<file path="src/rtl/pc_glue_defines.svh">
// ####################
// pc glue defines
// bus widths, i/o port block numbers and ram strobe delays
// ####################
`ifndef PC_GLUE_DEFINES_SVH
`define PC_GLUE_DEFINES_SVH

// bus widths
`define PC_ADDR_W     20
`define PC_IO_ADDR_W  10
`define PC_DATA_W     8

`define PC_RAM_BANKS  4   // 64k each below 256k
`define PC_ROM_SELS   8   // 8k sockets in the f0000 segment

// i/o port blocks, picked by port address bits 7 to 5
`define PC_IO_DMA     3'd0  // 8237 at 000h
`define PC_IO_INTR    3'd1  // 8259 at 020h
`define PC_IO_TC      3'd2  // 8253 at 040h
`define PC_IO_PPI     3'd3  // 8255 at 060h
`define PC_IO_DMA_PG  3'd4  // page register at 080h
`define PC_IO_NMI     3'd5  // nmi mask at 0a0h

// ram strobe sequence, in clk cycles after ras
`define PC_CAS_DELAY  2
`define PC_ASEL_DELAY 1

`endif

</file>
<file path="src/rtl/pc_glue_pkg.sv">
// ####################
// pc glue package
// struct types for bus commands, chip selects and ram strobes
// ####################
`include "pc_glue_defines.svh"

package pc_glue_pkg;

   // current bus command, active high here
   // (the board carries these as ior_n, iow_n, memr_n, memw_n)
   typedef struct packed {
      logic ior;
      logic iow;
      logic memr;
      logic memw;
   } bus_strb_t;

   // support chip selects and register write strobes
   typedef struct packed {
      logic dma;        // 8237
      logic intr;       // 8259
      logic tc;         // 8253
      logic ppi;        // 8255
      logic wr_dma_pg;  // dma page register write
      logic wr_nmi;     // nmi mask register write
   } io_sel_t;

   // dynamic ram strobes for all banks
   typedef struct packed {
      logic [`PC_RAM_BANKS-1:0] ras;
      logic [`PC_RAM_BANKS-1:0] cas;
      logic                     addr_sel;  // row/column mux select
   } ram_strb_t;

endpackage

</file>
<file path="src/rtl/dma_arbiter.sv">
// ####################
// dma_arbiter
// hold handshake, grants the bus once the cpu status is idle and
// stages the address enables so the bus drivers switch in order
// ####################
`timescale 1ns/10ps

module dma_arbiter (
   input  logic       clk,
   input  logic       reset_n,
   input  logic [2:0] s_n_i,
   input  logic       lock_n_i,
   input  logic       hrq_i,
   output logic       holda_o,
   output logic       aen_brd_o,
   output logic       dma_aen_o
);

   logic bus_idle;
   logic req_q;
   logic holda_q;
   logic aen_brd_q;
   logic dma_aen_q;

   // passive status (all ones) and no locked instruction
   assign bus_idle = (&s_n_i) & lock_n_i;

   always_ff @(posedge clk) begin
      if (!reset_n) begin
         req_q     <= 1'b0;
         holda_q   <= 1'b0;
         aen_brd_q <= 1'b0;
         dma_aen_q <= 1'b0;
      end else begin
         req_q <= hrq_i & bus_idle;

         // once granted, hold stays until the request goes away
         holda_q <= hrq_i & (holda_q | req_q);

         aen_brd_q <= holda_q;    // cpu latches off the bus
         dma_aen_q <= aen_brd_q;  // then the dma address drivers on
      end
   end

   assign holda_o   = holda_q;
   assign aen_brd_o = aen_brd_q;
   assign dma_aen_o = dma_aen_q;

endmodule

</file>
<file path="src/rtl/io_decode.sv">
// ####################
// io_decode
// splits the low i/o port space into 32-port blocks and raises
// the chip select or register write strobe of the addressed block
// ####################
`timescale 1ns/10ps
`include "pc_glue_defines.svh"

module io_decode
   import pc_glue_pkg::*;
(
   input  logic [`PC_IO_ADDR_W-1:0] io_addr_i,
   input  bus_strb_t                bus_i,
   input  logic                     aen_i,
   output io_sel_t                  io_sel_o
);

   logic       dec_en;
   logic [2:0] blk;

   // only ports 000h-0ffh belong to the board, and never during dma
   assign dec_en = ~aen_i && (io_addr_i[`PC_IO_ADDR_W-1:8] == '0);
   assign blk    = io_addr_i[7:5];

   always_comb begin
      io_sel_o = '0;
      if (dec_en) begin
         case (blk)
            `PC_IO_DMA:    io_sel_o.dma  = 1'b1;
            `PC_IO_INTR:   io_sel_o.intr = 1'b1;
            `PC_IO_TC:     io_sel_o.tc   = 1'b1;
            `PC_IO_PPI:    io_sel_o.ppi  = 1'b1;
            // these two are write-only registers on the board
            `PC_IO_DMA_PG: io_sel_o.wr_dma_pg = bus_i.iow;
            `PC_IO_NMI:    io_sel_o.wr_nmi    = bus_i.iow;
            default:       io_sel_o = '0;  // blocks 6 and 7 unused
         endcase
      end
   end

endmodule

</file>
<file path="src/rtl/mem_decode.sv">
// ####################
// mem_decode
// rom socket selects, ram bank select and the ras, address select,
// cas sequence for the dynamic ram, refresh included
// ####################
`timescale 1ns/10ps
`include "pc_glue_defines.svh"

module mem_decode
   import pc_glue_pkg::*;
(
   input  logic                    clk,
   input  logic                    reset_n,
   input  logic [`PC_ADDR_W-1:0]   addr_i,
   input  bus_strb_t               bus_i,
   input  logic                    dack0_i,
   output logic [`PC_ROM_SELS-1:0] rom_cs_n_o,
   output logic                    ram_sel_o,
   output ram_strb_t               ram_strb_o
);

   localparam int CNT_W = $clog2(`PC_CAS_DELAY + 1);

   logic                     rom_sel;
   logic                     mem_cmd;
   logic                     refresh;
   logic                     start;
   logic [`PC_RAM_BANKS-1:0] bank_oh;
   logic [`PC_RAM_BANKS-1:0] ras_q;
   logic [`PC_RAM_BANKS-1:0] cas_q;
   logic                     asel_q;
   logic [CNT_W-1:0]         cnt_q;   // cycles since ras rose
   logic                     busy;
   logic                     ref_cyc;

   // rom lives in the top 64k segment
   assign rom_sel = &addr_i[19:16];

   always_comb begin
      rom_cs_n_o = '1;
      if (rom_sel && bus_i.memr)
         rom_cs_n_o = ~(`PC_ROM_SELS'(1) << addr_i[15:13]);
   end

   // ram is the low 256k, refresh dma cycles excluded
   assign ram_sel_o = (addr_i[19:18] == 2'b00) && ~dack0_i;
   assign bank_oh   = `PC_RAM_BANKS'(1) << addr_i[17:16];

   assign mem_cmd = bus_i.memr | bus_i.memw;
   assign refresh = bus_i.memr & dack0_i;  // dma channel 0 read
   assign start   = mem_cmd && (ram_sel_o || refresh);

   assign busy    = |ras_q;
   assign ref_cyc = &ras_q;  // only a refresh strobes every row

   always_ff @(posedge clk) begin
      if (!reset_n) begin
         ras_q  <= '0;
         cas_q  <= '0;
         asel_q <= 1'b0;
         cnt_q  <= '0;
      end else if (!mem_cmd) begin
         // command gone, drop everything
         ras_q  <= '0;
         cas_q  <= '0;
         asel_q <= 1'b0;
         cnt_q  <= '0;
      end else if (!busy) begin
         if (start) begin
            ras_q <= refresh ? '1 : bank_oh;
            cnt_q <= CNT_W'(1);
         end
      end else begin
         if (cnt_q != CNT_W'(`PC_CAS_DELAY))
            cnt_q <= cnt_q + 1'b1;
         if (cnt_q == CNT_W'(`PC_ASEL_DELAY))
            asel_q <= 1'b1;  // switch ram address mux to column
         if (cnt_q == CNT_W'(`PC_CAS_DELAY) && !ref_cyc)
            cas_q <= ras_q;  // same bank as the row strobe
      end
   end

   assign ram_strb_o.ras      = ras_q;
   assign ram_strb_o.cas      = cas_q;
   assign ram_strb_o.addr_sel = asel_q;

endmodule

</file>
<file path="src/rtl/nmi_ctrl.sv">
// ####################
// nmi_ctrl
// ram parity generate and check, error latches and the nmi mask
// ####################
`timescale 1ns/10ps
`include "pc_glue_defines.svh"

module nmi_ctrl
   import pc_glue_pkg::*;
(
   input  logic                  clk,
   input  logic                  reset_n,
   input  bus_strb_t             bus_i,
   input  logic                  ram_sel_i,
   input  logic                  wr_nmi_i,
   input  logic [`PC_DATA_W-1:0] md_i,
   input  logic                  mdp_i,
   input  logic                  enb_ram_pck_n_i,
   input  logic                  io_ch_ck_n_i,
   input  logic                  enable_io_ck_n_i,
   output logic                  mdp_o,
   output logic                  pck_o,
   output logic                  io_ck_o,
   output logic                  nmi_o
);

   logic ram_rd;
   logic ram_wr;
   logic par_err;
   logic pck_q;
   logic io_ck_q;
   logic mask_q;

   assign ram_rd = bus_i.memr & ram_sel_i;
   assign ram_wr = bus_i.memw & ram_sel_i;

   // odd parity over data plus parity bit
   assign mdp_o   = ram_wr & ~(^md_i);
   assign par_err = ~(^{md_i, mdp_i});  // even count of ones is an error

   always_ff @(posedge clk) begin
      if (!reset_n) begin
         pck_q   <= 1'b0;
         io_ck_q <= 1'b0;
         mask_q  <= 1'b0;
      end else begin
         if (enb_ram_pck_n_i)
            pck_q <= 1'b0;
         else if (ram_rd && par_err)
            pck_q <= 1'b1;

         // i/o channel check from an adapter card
         if (enable_io_ck_n_i)
            io_ck_q <= 1'b0;
         else if (!io_ch_ck_n_i)
            io_ck_q <= 1'b1;

         if (wr_nmi_i)
            mask_q <= md_i[7];  // port 0a0h, bit 7 allows nmi
      end
   end

   assign pck_o   = pck_q;
   assign io_ck_o = io_ck_q;
   assign nmi_o   = mask_q & (pck_q | io_ck_q);

endmodule

</file>
<file path="src/rtl/pc_glue_top.sv">
// ####################
// pc_glue_top
// system board glue: port and memory decode, dma hold, nmi logic
// ####################
`timescale 1ns/10ps
`include "pc_glue_defines.svh"

module pc_glue_top
   import pc_glue_pkg::*;
(
   input  logic                    clk,
   input  logic                    reset_n,
   input  logic [`PC_ADDR_W-1:0]   addr_i,
   input  bus_strb_t               bus_i,
   input  logic                    aen_i,
   input  logic                    dack0_i,
   input  logic [2:0]              s_n_i,
   input  logic                    lock_n_i,
   input  logic                    hrq_i,
   input  logic [`PC_DATA_W-1:0]   md_i,
   input  logic                    mdp_i,
   input  logic                    io_ch_ck_n_i,
   input  logic                    enb_ram_pck_n_i,   // from ppi port b bit 4
   input  logic                    enable_io_ck_n_i,  // ppi port b bit 5
   output io_sel_t                 io_sel_o,
   output logic [`PC_ROM_SELS-1:0] rom_cs_n_o,
   output logic                    ram_sel_o,
   output ram_strb_t               ram_strb_o,
   output logic                    holda_o,
   output logic                    aen_brd_o,
   output logic                    dma_aen_o,
   output logic                    mdp_o,
   output logic                    pck_o,
   output logic                    io_ck_o,
   output logic                    nmi_o
);

   io_decode io_decode_inst (
      .io_addr_i (addr_i[`PC_IO_ADDR_W-1:0]),  // ports use the low address bits
      .bus_i     (bus_i),
      .aen_i     (aen_i),
      .io_sel_o  (io_sel_o)
   );

   mem_decode mem_decode_inst (
      .clk        (clk),
      .reset_n    (reset_n),
      .addr_i     (addr_i),
      .bus_i      (bus_i),
      .dack0_i    (dack0_i),
      .rom_cs_n_o (rom_cs_n_o),
      .ram_sel_o  (ram_sel_o),
      .ram_strb_o (ram_strb_o)
   );

   dma_arbiter dma_arbiter_inst (
      .clk       (clk),
      .reset_n   (reset_n),
      .s_n_i     (s_n_i),
      .lock_n_i  (lock_n_i),
      .hrq_i     (hrq_i),
      .holda_o   (holda_o),
      .aen_brd_o (aen_brd_o),
      .dma_aen_o (dma_aen_o)
   );

   nmi_ctrl nmi_ctrl_inst (
      .clk              (clk),
      .reset_n          (reset_n),
      .bus_i            (bus_i),
      .ram_sel_i        (ram_sel_o),
      .wr_nmi_i         (io_sel_o.wr_nmi),
      .md_i             (md_i),
      .mdp_i            (mdp_i),
      .enb_ram_pck_n_i  (enb_ram_pck_n_i),
      .io_ch_ck_n_i     (io_ch_ck_n_i),
      .enable_io_ck_n_i (enable_io_ck_n_i),
      .mdp_o            (mdp_o),
      .pck_o            (pck_o),
      .io_ck_o          (io_ck_o),
      .nmi_o            (nmi_o)
   );

endmodule

</file>
<file path="config.mk">
export PLATFORM = sky130hd
export DESIGN_NAME = pc_glue_top
export DESIGN_NICKNAME = d
export VERILOG_FILES = /design/src/rtl/pc_glue_pkg.sv /design/src/rtl/dma_arbiter.sv /design/src/rtl/io_decode.sv /design/src/rtl/mem_decode.sv /design/src/rtl/nmi_ctrl.sv /design/src/rtl/pc_glue_top.sv
export VERILOG_INCLUDE_DIRS = /design/src /design/src/rtl
export SDC_FILE = /design/constraint.sdc
export NUM_CORES = 1
export LEC_CHECK = 0
export BUFFER_PORTS_ARGS = -buffer_cell sky130_fd_sc_hd__buf_4
export CORE_MARGIN = 4
export CORE_UTILIZATION = 43
export CTS_CLUSTER_SIZE = 8
export DETAILED_ROUTE_END_ITERATION = 10
export PLACE_DENSITY = 0.84
export RECOVER_POWER = 50
export SLEW_MARGIN = 30
export SYNTH_ARGS = -nofsm -noshare
export SYNTH_HDL_FRONTEND = slang
export SYNTH_HIERARCHICAL = 1
export SYNTH_SLANG_ARGS = --single-unit
</file>
<file path="constraint.sdc">
create_clock -name clk -period 2 [get_ports clk]
set_input_delay 0.3 -clock clk [delete_from_list [all_inputs] [get_ports clk]]
set_output_delay 0.3 -clock clk [all_outputs]
set_load 0.005 [all_outputs]
</file>
==> results of run 1 <==
==> cells in the final DEF (no fill, tap or decap), types with 2 or more instances in the layout <==
cell | synthesis | routed
buf_4 | 1 | 48
a22oi_1 | 2 | 2
o31ai_1 | 5 | 5
a211oi_1 | 5 | 5
xnor2_1 | 7 | 7
clkbuf_1 | 3 | 3
nand2_1 | 17 | 17
nor2_1 | 8 | 8
a21oi_1 | 6 | 6
o21ai_0 | 4 | 4
nand3_1 | 5 | 5
ha_1 | 2 | 2
o22ai_1 | 2 | 2
nor3_1 | 6 | 6
clkbuf_4 | 0 | 19
o21a_1 | 2 | 2
and2_2 | 2 | 2
dfxtp_1 | 18 | 18
inv_1 | 7 | 7
nor2b_1 | 5 | 5
==> flip-flops by register name, summed over array words and instances, names as in the netlist <==
register / cells
mem_decode_inst/cas_q: 4
mem_decode_inst/ras_q: 4
mem_decode_inst/cnt_q: 2
dma_arbiter_inst/aen_brd_o: 1
dma_arbiter_inst/dma_aen_o: 1
dma_arbiter_inst/holda_o: 1
dma_arbiter_inst/req_q: 1
mem_decode_inst/asel_q: 1
nmi_ctrl_inst/io_ck_o: 1
nmi_ctrl_inst/mask_q: 1
nmi_ctrl_inst/pck_o: 1
==> layer usage <==
metal / wire [um] / vias to the layer above / share of wire [%] / GRT usage [%]
met3: 246 / 6 / 8.3 / 4.52
met2: 1540 / 50 / 52 / 33.7
met5: 0 / - / 0 / 0
met1: 1110 / 543 / 37 / 20.1
met4: 61 / 0 / 2.1 / 7.28
li1: - / 592 / - / -
==> final timing paths <==
check / startpoint / to / cells after the start
max: addr_i[6] / io_sel_o[0] / 4
min: enable_io_ck_n_i / nmi_ctrl_inst/io_ck_o / 2
max reg2reg: mem_decode_inst/ras_q[0] / mem_decode_inst/cnt_q[1] / 3
min reg2reg: dma_arbiter_inst/req_q / dma_arbiter_inst/holda_o / 2
==> stage by stage <==
| stage | utilization (%) | instances | setup slack (ns) | hold WS [ns] |
|---|---|---|---|---|
| after global placement | 68.5 | 218 | 0.382 | 0.430 |
| after floorplan | - | 129 | 0.592 | 0.376 |
| after CTS | 70.1 | 222 | 0.347 | 0.151 |
| after global routing | 69.6 | 222 | 0.308 | 0.141 |
| after detailed placement | 68.5 | 218 | 0.320 | 0.449 |
| final | 69.6 | 222 | 0.343 | 0.159 |
==> worst max-delay path, delay by kind of cell <==
kind,cells,cell delay [ns]
buf+inv,2,0.27
simple gates,2,0.78
==> final cells by class <==
cell class / count / area, sq um
Multi-Input combinational cell: 98 / 634
Sequential cell: 18 / 360
Inverter: 7 / 26.3
Tap cell: 28 / 35.0
Timing Repair Buffer: 67 / 492
Clock buffer: 4 / 36.3
Fill cell: 184 / 692
==> where the power goes <==
part           switching [uW]  internal [uW]  total [uW]
clock                     109            111         220
sequential               15.6            368         384
combinational            84.2           99.9         184
total                     209            579         788
==> cell families after synthesis <==
| logic type | count (synthesis) | share of synthesized area (%) |
|---|---|---|
| AND/OR/NAND/NOR | 58 | 31.3 |
| AO/OA/AOI/OAI | 30 | 19.7 |
| flip-flops | 18 | 34.1 |
| buffers and inverters | 13 | 5.81 |
| XOR/XNOR | 7 | 5.81 |
| adder cells (fa/ha/maj) | 2 | 2.37 |
| multiplexers | 1 | 0.948 |
==> reports/qor.yml, run 1 <==
floorplan:
  die_h_um: 57.6
  core-area_sq_mm: 0.00228
  initial_core_util_pct: 46.4
  die_area_sq_mm: 0.00331
  fp.dieW_um: 57.6
  ios: 76
  rows: 17
routing:
  drc_errors: 0
  dr_total_vias: 1191
  wl_per_cell_um: 13.4
  wl_mm: 2.96
  dr.pass1.iters: 4
  vias_per_cell: 5.36
  drt_iter0_drc: 53
  ant_nets: 0
power:
  leakage_uw: 0.000666
  finalPower_uw: 788
  irDropWorstVdd_mv: 0.500
  p_per_area_mw_per_mm2: 497
placed_design:
  portBuffers: 66
  post_dp_cell_area_sq_mm: 0.00156
  gp_congestion: 0.805
  dpl.hpwl_mm: 2.44
final_layout:
  nets: 242
  finalInstanceArea_sq_mm: 0.00158
  syn_to_final_growth_pct: 50.0
  antenna_cells: 0
  drive_gt1_share_pct: 39.7
setup_path:
  cp.arrival_ns: 1.36
  cpMaxStageDelayCell: "or4_4"
  r2r_slack_ns: 0.56
  critPathMaxStageDelay_ns: 0.56
  crit_type: "in -> out"
  cp-start-kind: "input pin"
  crit_fanout: 4
  cp-end-kind: "primary output"
  cp.required_ns: 1.70
  worst_path_most_repeated_cell: "buf_4"
  critical_path.cell_chain: "buf_4 > or4_4 > nor2_1 > buf_4"
worst_hold_path:
  worstHoldPathType: "in -> reg"
timing:
  rsz0062_at_grt: "no"
  maxSlewViolCount: 0
  finalSetupTns_ns: 0
  slew_headroom_pct: 65.9
  finalSetupViolCount: 0
  period_needed_ns: 1.66
  worst_slew_pin_slew_ns: 0.508
  finalClockSkew_ns: 0.00598
  period_share_pct: 82.9
  max_freq_ghz: 0.603
  finalHoldViolations: 0
synthesis:
  ys_seq_area_share_pct: 34.1
  synth_top_area_cell: "dfxtp_1"
  syn_area_per_cell_sq_um: 8.19
  ys_types: 41
  synthesis.nets: 176
  netlist_area_sq_mm: 0.00106
  synthArstFlopShare_pct: 0
  synth_top_area_share_pct: 34.1
  synth_seq_cells: 18
  syn_inst: 129
  synth.most_common_cell: "dfxtp_1"
  synth_common_cells: "dfxtp_1 (18), nand2_1 (17), nor2_1 (8)"
  synth-edff-count: 0
  ys.flop_type: "dfxtp_1"
  ys.warnings.count: 6
  synth_top_cells_by_area: "dfxtp_1 (34%), nand2_1 (6.0%), xnor2_1 (5.8%)"
cts:
  cts_root_buffer: "clkbuf_4"
  cts.clk_slew.worst_paths_ns: 0.09
  clock-sinks: 18
  cts_tree: "done"
  cts_inserted_buffers: 3
  cts_resized: 0
  clockBufferDepth: 2
  clk_latency_ns: 0.29
  cts_hold_buf: 0
  cts_post_setup_buffers_inserted: 0
  htreeDepth: 1
global_routing:
  antenna_found_initial: 0
  gr-usage-all-layers_pct: 18.4
  grt_overflow: 0
  grt_pass1_vias: 1146
  grt_max_degree: 12
  grt_pass1_wl_mm: 4.90
job:
  maxCapViolations: 0
status:
  status: "completed"
Power figures use the tool's default switching activity.
==> run 2: changes to the inputs <==
--- a/config.mk
+++ b/config.mk
@@ -8,10 +8,10 @@
 export LEC_CHECK = 0
 export BUFFER_PORTS_ARGS = -buffer_cell sky130_fd_sc_hd__buf_4
 export CORE_MARGIN = 4
-export CORE_UTILIZATION = 43
+export CORE_UTILIZATION = 40
 export CTS_CLUSTER_SIZE = 8
 export DETAILED_ROUTE_END_ITERATION = 10
-export PLACE_DENSITY = 0.84
+export PLACE_DENSITY = 0.79
 export RECOVER_POWER = 50
 export SLEW_MARGIN = 30
 export SYNTH_ARGS = -nofsm -noshare
==> constraint.sdc (replaced) <==
create_clock -name clk -period 1.54 [get_ports clk]
set_input_delay 0.231 -clock clk [delete_from_list [all_inputs] [get_ports clk]]
set_output_delay 0.231 -clock clk [all_outputs]
set_load 0.005 [all_outputs]
==> run 2 against run 1 <==
Compared with the run above:
- flip-flop and latch count unchanged
- clock skew is 0.0040 ns higher
- utilization decreased by 4.6 points
- cell count rose by 3.2%
- register-to-register slack lost 0.40 ns
- non-clock buffer count is 5 higher
- clock power increased by 29%
- hold slack worse by 0.062 ns
- routed wire length grew 2.2%
- sequential share of layout area decreased by 0.56 points
- worst setup slack lost 0.31 ns
- critical path type unchanged
- critical endpoint unchanged
- highest routed layer unchanged
==> reports/qor.yml, run 2 (same netlist as run 1, synthesis figures left out) <==
status:
  status: "completed"
global_routing:
  grt_pass1_vias: 1155  # +0.79%
  gr-usage-all-layers_pct: 17.9  # -0.57 points
  grt_max_degree: 12  # unchanged
  antenna_found_initial: 0  # unchanged
  grt_pass1_wl_mm: 4.85  # -1.0%
  grt_overflow: 0  # unchanged
routing:
  dr.pass1.iters: 4  # unchanged
  ant_nets: 0  # unchanged
  drc_errors: 0  # unchanged
  drt_iter0_drc: 55  # +3.8%
  wl_mm: 3.03  # +2.2%
  dr_total_vias: 1192  # +0.084%
  wl_per_cell_um: 13.2  # -0.93%
  vias_per_cell: 5.21  # -3.0%
cts:
  clock-sinks: 18  # unchanged
  clockBufferDepth: 2  # unchanged
  clk_latency_ns: 0.29  # about the same
  htreeDepth: 1  # unchanged
  cts_inserted_buffers: 3  # unchanged
  cts_tree: "done"
  cts_hold_buf: 0  # unchanged
  cts_root_buffer: "clkbuf_4"
  cts_resized: 0  # unchanged
  cts.clk_slew.worst_paths_ns: 0.09  # about the same
floorplan:
  ios: 76  # unchanged
  die_h_um: 59.4  # +3.2%
  fp.dieW_um: 59.4  # +3.2%
  rows: 18  # +1
  initial_core_util_pct: 42.2  # -4.2 points
  die_area_sq_mm: 0.00353  # +6.4%
  core-area_sq_mm: 0.00250  # +9.8%
timing:
  maxSlewViolCount: 0  # unchanged
  slew_headroom_pct: 71.2  # +5.3 points
  finalSetupTns_ns: 0  # unchanged
  rsz0062_at_grt: "no"
  period_needed_ns: 1.50
  max_freq_ghz: 0.666
  finalClockSkew_ns: 0.00997  # +0.00399 ns
  period_share_pct: 97.6
  finalSetupViolCount: 0  # unchanged
  finalHoldViolations: 0  # unchanged
  worst_slew_pin_slew_ns: 0.432  # -0.0760 ns
power:
  leakage_uw: 0.000691  # +3.7%
  irDropWorstVdd_mv: 0.537  # +7.5%
  p_per_area_mw_per_mm2: 653  # +31%
final_layout:
  layout_commonest_cell: "buf_4"
  antenna_cells: 0  # unchanged
  drive_gt1_share_pct: 41.2  # +1.5 points
  syn_to_final_growth_pct: 53.8
  reg_top3: "mem_decode_inst/cas_q (4), mem_decode_inst/ras_q (4), mem_decode_inst/cnt_q (2)"
  fin_cells: 229  # +3.2%
  nets: 247  # +2.1%
  final_core_util_pct: 65.0  # -4.6 points
  mostFrequentLayoutCells: "buf_4 (53), clkbuf_4 (19), dfxtp_1 (18), nand2_1 (17), nor2_1 (8)"
setup_path:
  critical_path.cell_chain: "buf_4 > or4_4 > nor2_1 > buf_4"
  timing.rr.start: "mem_decode_inst/cnt_q[0]"
  cp.arrival_ns: 1.27  # -0.09 ns
  crit_fanout: 4  # unchanged
  crit_type: "in -> out"
  critPathMaxStageDelay_ns: 0.56  # about the same
  crit_start: "addr_i[6]"
  cp-end-kind: "primary output"
  cpMaxStageDelayCell: "or4_4"
  worst_path_most_repeated_cell: "buf_4"
  cp.required_ns: 1.31  # -0.39 ns
  cp-start-kind: "input pin"
placed_design:
  dpl.hpwl_mm: 2.54  # +4.1%
  dp.cells: 223  # +2.3%
  portBuffers: 66  # unchanged
  gp_congestion: 0.853  # +6.0%
job:
  maxCapViolations: 0  # unchanged
worst_hold_path:
  worstHoldPathType: "in -> reg"
  hp-start: "enable_io_ck_n_i"
## run 2: what timing repair did
item,4_1_cts,5_1_grt
setup endpoints to repair,0,1
buffers inserted,0,2
endpoints found under the hold margin,0,0
## run 2: final timing paths
kind | end | slack, ns | cells after the start
setup / recovery | io_sel_o[0] | 0.04 | 4
hold / removal | nmi_ctrl_inst/io_ck_o | 0.1 | 2
setup reg to reg | mem_decode_inst/cnt_q[1] | 0.16 | 5
hold reg to reg | dma_arbiter_inst/holda_o | 0.45 | 2
## run 2: final cells by class
type                    count  area, sq um
well taps                  30         37.5
multi-input cells          98          634
fillers                   218          876
flip-flops and latches     18          360
inverters                   7         26.3
repair buffers             72          529
clock buffers               4         36.3
## run 2: critical path: cells and delay by family
family                 cells  cell delay (ns)
buffers and inverters      2             0.27
AND/OR/NAND/NOR            2             0.77
## run 2: metal layers
| layer | vias to the layer above | share of wire, % | routed length [um] | GRT usage, % |
|---|---|---|---|---|
| met2 | 33 | 56 | 1690 | 34.9 |
| met5 | - | 0 | 0 | 0 |
| met3 | 2 | 5.8 | 177 | 5.01 |
| met1 | 553 | 38 | 1150 | 18.5 |
| met4 | 0 | 0.33 | 10 | 3.56 |
| li1 | 604 | - | - | - |
## run 2: where the power goes
part           switching, uW  leakage [uW]  internal (uW)
clock                    140     0.0000210            144
sequential              18.2      0.000146            478
combinational            118      0.000525            162
total                    276      0.000691            784
## run 2: stage by stage
step	total power, uW	area [sq um]	setup WS [ns]	hold slack [ns]
4_1_cts	1040	1620	0.0374	0.0856
3_3_place_gp	748	1580	0.0320	0.394
3_5_place_dp	759	1580	0.0319	0.400
5_1_grt	1120	1620	0.00818	0.0845
6_report	1060	1620	0.0377	0.0976
2_1_floorplan	624	1060	0.201	0.307
==> run 3: changes to the inputs <==
--- a/config.mk
+++ b/config.mk
@@ -11,7 +11,7 @@
 export CORE_UTILIZATION = 40
 export CTS_CLUSTER_SIZE = 8
 export DETAILED_ROUTE_END_ITERATION = 10
-export PLACE_DENSITY = 0.79
+export PLACE_DENSITY = 0.85
 export RECOVER_POWER = 50
 export SLEW_MARGIN = 30
 export SYNTH_ARGS = -nofsm -noshare
==> run 3 against run 2 <==
Compared with the run above:
- clock-buffer cell count is the same
- routed wire length grew 2.8%
- worst setup slack gained 0.036 ns
- total power up 0.71%
- via count up 3.6%
- clock skew down 0.0094 ns
- hold slack got worse by 0.026 ns
- largest power group unchanged
- non-clock buffer count rose by 1
- flip-flop and latch count unchanged
- final area grew 0.38%
- global-route usage increased by 0.62 points
==> reports/qor.yml, run 3 (same netlist as run 1, synthesis figures left out) <==
global_routing:
  met2_usage_pct: 32.9  # -2.0 points
  grt_max_degree: 12  # unchanged
  met1_usage_pct: 20.1  # +1.6 points
  grt_overflow: 0  # unchanged
  grt_busiest_layer: "met2"
  grt_util_met3_pct: 3.92  # -1.1 points
  antenna_found_initial: 0  # unchanged
  gr-usage-all-layers_pct: 18.5  # +0.62 points
  grt_pass1_vias: 1127  # -2.4%
  grt_pass1_wl_mm: 4.90  # +1.0%
final_layout:
  fill_cells: 220  # +0.92%
  finalInstanceArea_sq_mm: 0.00163  # +0.38%
  mostFrequentLayoutCells: "buf_4 (54), clkbuf_4 (18), dfxtp_1 (18), nand2_1 (17)"
  reg_top3: "mem_decode_inst/cas_q (4), mem_decode_inst/ras_q (4), mem_decode_inst/cnt_q (2)"
  antenna_cells: 0  # unchanged
  drive_gt1_share_pct: 41.5  # +0.29 points
  syn_to_final_growth_pct: 54.4
  layout_commonest_cell: "buf_4"
  nets: 248  # +0.40%
job:
  maxCapViolations: 0  # unchanged
timing:
  finalHoldViolations: 0  # unchanged
  slew_headroom_pct: 70.7  # -0.49 points
  max_freq_ghz: 0.682  # +2.5%
  maxSlewViolCount: 0  # unchanged
  period_share_pct: 95.2  # -2.3 points
  period_needed_ns: 1.47  # -0.0360 ns
  finalClockSkew_ns: 0.000593  # -0.00938 ns
  whs_ns: 0.0713  # -0.0263 ns
  worst_slew_pin_slew_ns: 0.435  # +0.00336 ns
  finalSetupViolCount: 0  # unchanged
power:
  p_per_area_mw_per_mm2: 655  # +0.33%
  leakage_uw: 0.000693  # +0.30%
  clockPowerShare_pct: 28.2  # +1.4 points
  p_sw_uw: 293  # +6.2%
  internal_power_uw: 774  # -1.2%
  finalPower_uw: 1070  # +0.71%
  seqPwrFrac_pct: 46.2  # -0.6 points
  irDropWorstVdd_mv: 0.514  # -4.3%
  swShare_pct: 27.5  # +1.4 points
  combPwrFrac_pct: 25.6  # -0.8 points
routing:
  vias_per_cell: 5.37  # +3.2%
  drc_errors: 0  # unchanged
  dr.pass1.iters: 4  # unchanged
  drt_iter0_drc: 47  # -15%
  dr_total_vias: 1235  # +3.6%
  wl_mm: 3.11  # +2.8%
  wl_per_cell_um: 13.5  # +2.4%
  ant_nets: 0  # unchanged
cts:
  clock-sinks: 18  # unchanged
  clk_latency_ns: 0.30  # about the same
  cts.clk_slew.worst_paths_ns: 0.10  # about the same
  clockBufferDepth: 2  # unchanged
  htreeDepth: 1  # unchanged
  cts_inserted_buffers: 3  # unchanged
  cts_tree: "done"
  cts_root_buffer: "clkbuf_4"
setup_path:
  timing.rr.start: "mem_decode_inst/cnt_q[0]"
  crit_family: "XOR/XNOR gates"
  r2r_cells: 5  # unchanged
  cp-start-kind: "input pin"
  cp.required_ns: 1.31  # about the same
  cpMaxStageDelayCell: "xnor2_1"
  cp-end-kind: "primary output"
  r2r_slack_ns: 0.21  # +0.05 ns
  r2r_end: "mem_decode_inst/cas_q[2]"
  crit_type: "in -> out"
  crit_fanout: 3  # -1
  critical_path.cell_chain: "buf_4 > xnor2_1 > xnor2_1 > xnor2_1 > and3_2 > buf_4"
  critPathMaxStageDelay_ns: 0.27  # -0.29 ns
  worst_path_most_repeated_cell: "xnor2_1"
  path_buf_inv: 2  # unchanged
  cp.arrival_ns: 1.24  # -0.03 ns
floorplan:
  core-area_sq_mm: 0.00250  # unchanged
  die_area_sq_mm: 0.00353  # unchanged
  fp.dieW_um: 59.4  # unchanged
  die_h_um: 59.4  # unchanged
  rows: 18  # unchanged
  initial_core_util_pct: 42.2  # unchanged
  ios: 76  # unchanged
worst_hold_path:
  worstHoldPathCells: 2  # unchanged
  worstHoldPathType: "in -> reg"
  hp-start: "enable_io_ck_n_i"
  min_to: "nmi_ctrl_inst/io_ck_o"
status:
  status: "completed"
placed_design:
  dpl.hpwl_mm: 2.54  # +0.35%
  post_dp_cell_area_sq_mm: 0.00160  # +0.95%
  portBuffers: 66  # unchanged
  gp_congestion: 0.834  # -2.2%
run 3: cell types whose count changed in the layout (fill, tap and decap cells not counted), sizes merged:
cell	delta
buf	+1
run 3: metal layers:
| metal | up-vias | wire [um] |
|---|---|---|
| met1 | 563 | 1140 |
| met5 | - | 0 |
| met4 | 0 | 59 |
| met2 | 55 | 1680 |
| li1 | 612 | - |
| met3 | 5 | 233 |
run 3: layout make-up:
class / count / area, sq um / area share [%]
Multi-Input combinational cell: 98 / 637 / 39.1
Timing Repair Buffer: 73 / 533 / 32.7
Sequential cell: 18 / 360 / 22.1
Tap cell: 30 / 37.5 / 2.30
Clock buffer: 4 / 36.3 / 2.23
Inverter: 7 / 26.3 / 1.61
run 3: worst reg2reg max path, cell delays in order (launching register included):
cell,delay [ns]
dfxtp_1,0.36
inv_1,0.08
ha_1,0.31
inv_1,0.16
o22ai_1,0.09
a211oi_1,0.25
run 3: worst max-delay path by stage:
stage	endpoint	cells after the start	slack, ns	startpoint
5_1_grt	mdp_o	6	-0.0003	md_i[3]
4_1_cts	io_sel_o[0]	4	0.05	addr_i[6]
3_5_place_dp	nmi_ctrl_inst/mask_q	5	0.03	addr_i[6]
2_1_floorplan	nmi_ctrl_inst/mask_q	4	0.20	addr_i[6]
3_3_place_gp	nmi_ctrl_inst/mask_q	5	0.07	addr_i[6]
6_report	mdp_o	6	0.07	md_i[5]
run 3: metrics by stage:
stage / std cells / util [%] / TNS (ns) / setup slack, ns
2_1_floorplan: 129 / - / 0 / 0.201
3_3_place_gp: 225 / 64.0 / 0 / 0.0692
3_5_place_dp: 225 / 64.0 / 0 / 0.0333
4_1_cts: 229 / 65.4 / 0 / 0.0474
5_1_grt: 230 / 65.2 / -0.000301 / -0.000301
6_report: 230 / 65.2 / 0 / 0.0737
run 3: what timing repair did:
item                                    in CTS  in global routing
setup buffers                                0                  1
gates resized for setup                      0                  1
hold buffers                                 0                  0
endpoints found under the setup margin       0                  2
run 3: power by group through the flow:
stage / logic (uW) / clock network [uW] / registers (uW)
after floorplan: 127 / 0 / 497
final: 273 / 301 / 493
after global placement: 247 / 0 / 503
after detailed placement: 258 / 0 / 504
after CTS: 260 / 314 / 493
after global routing: 298 / 328 / 496
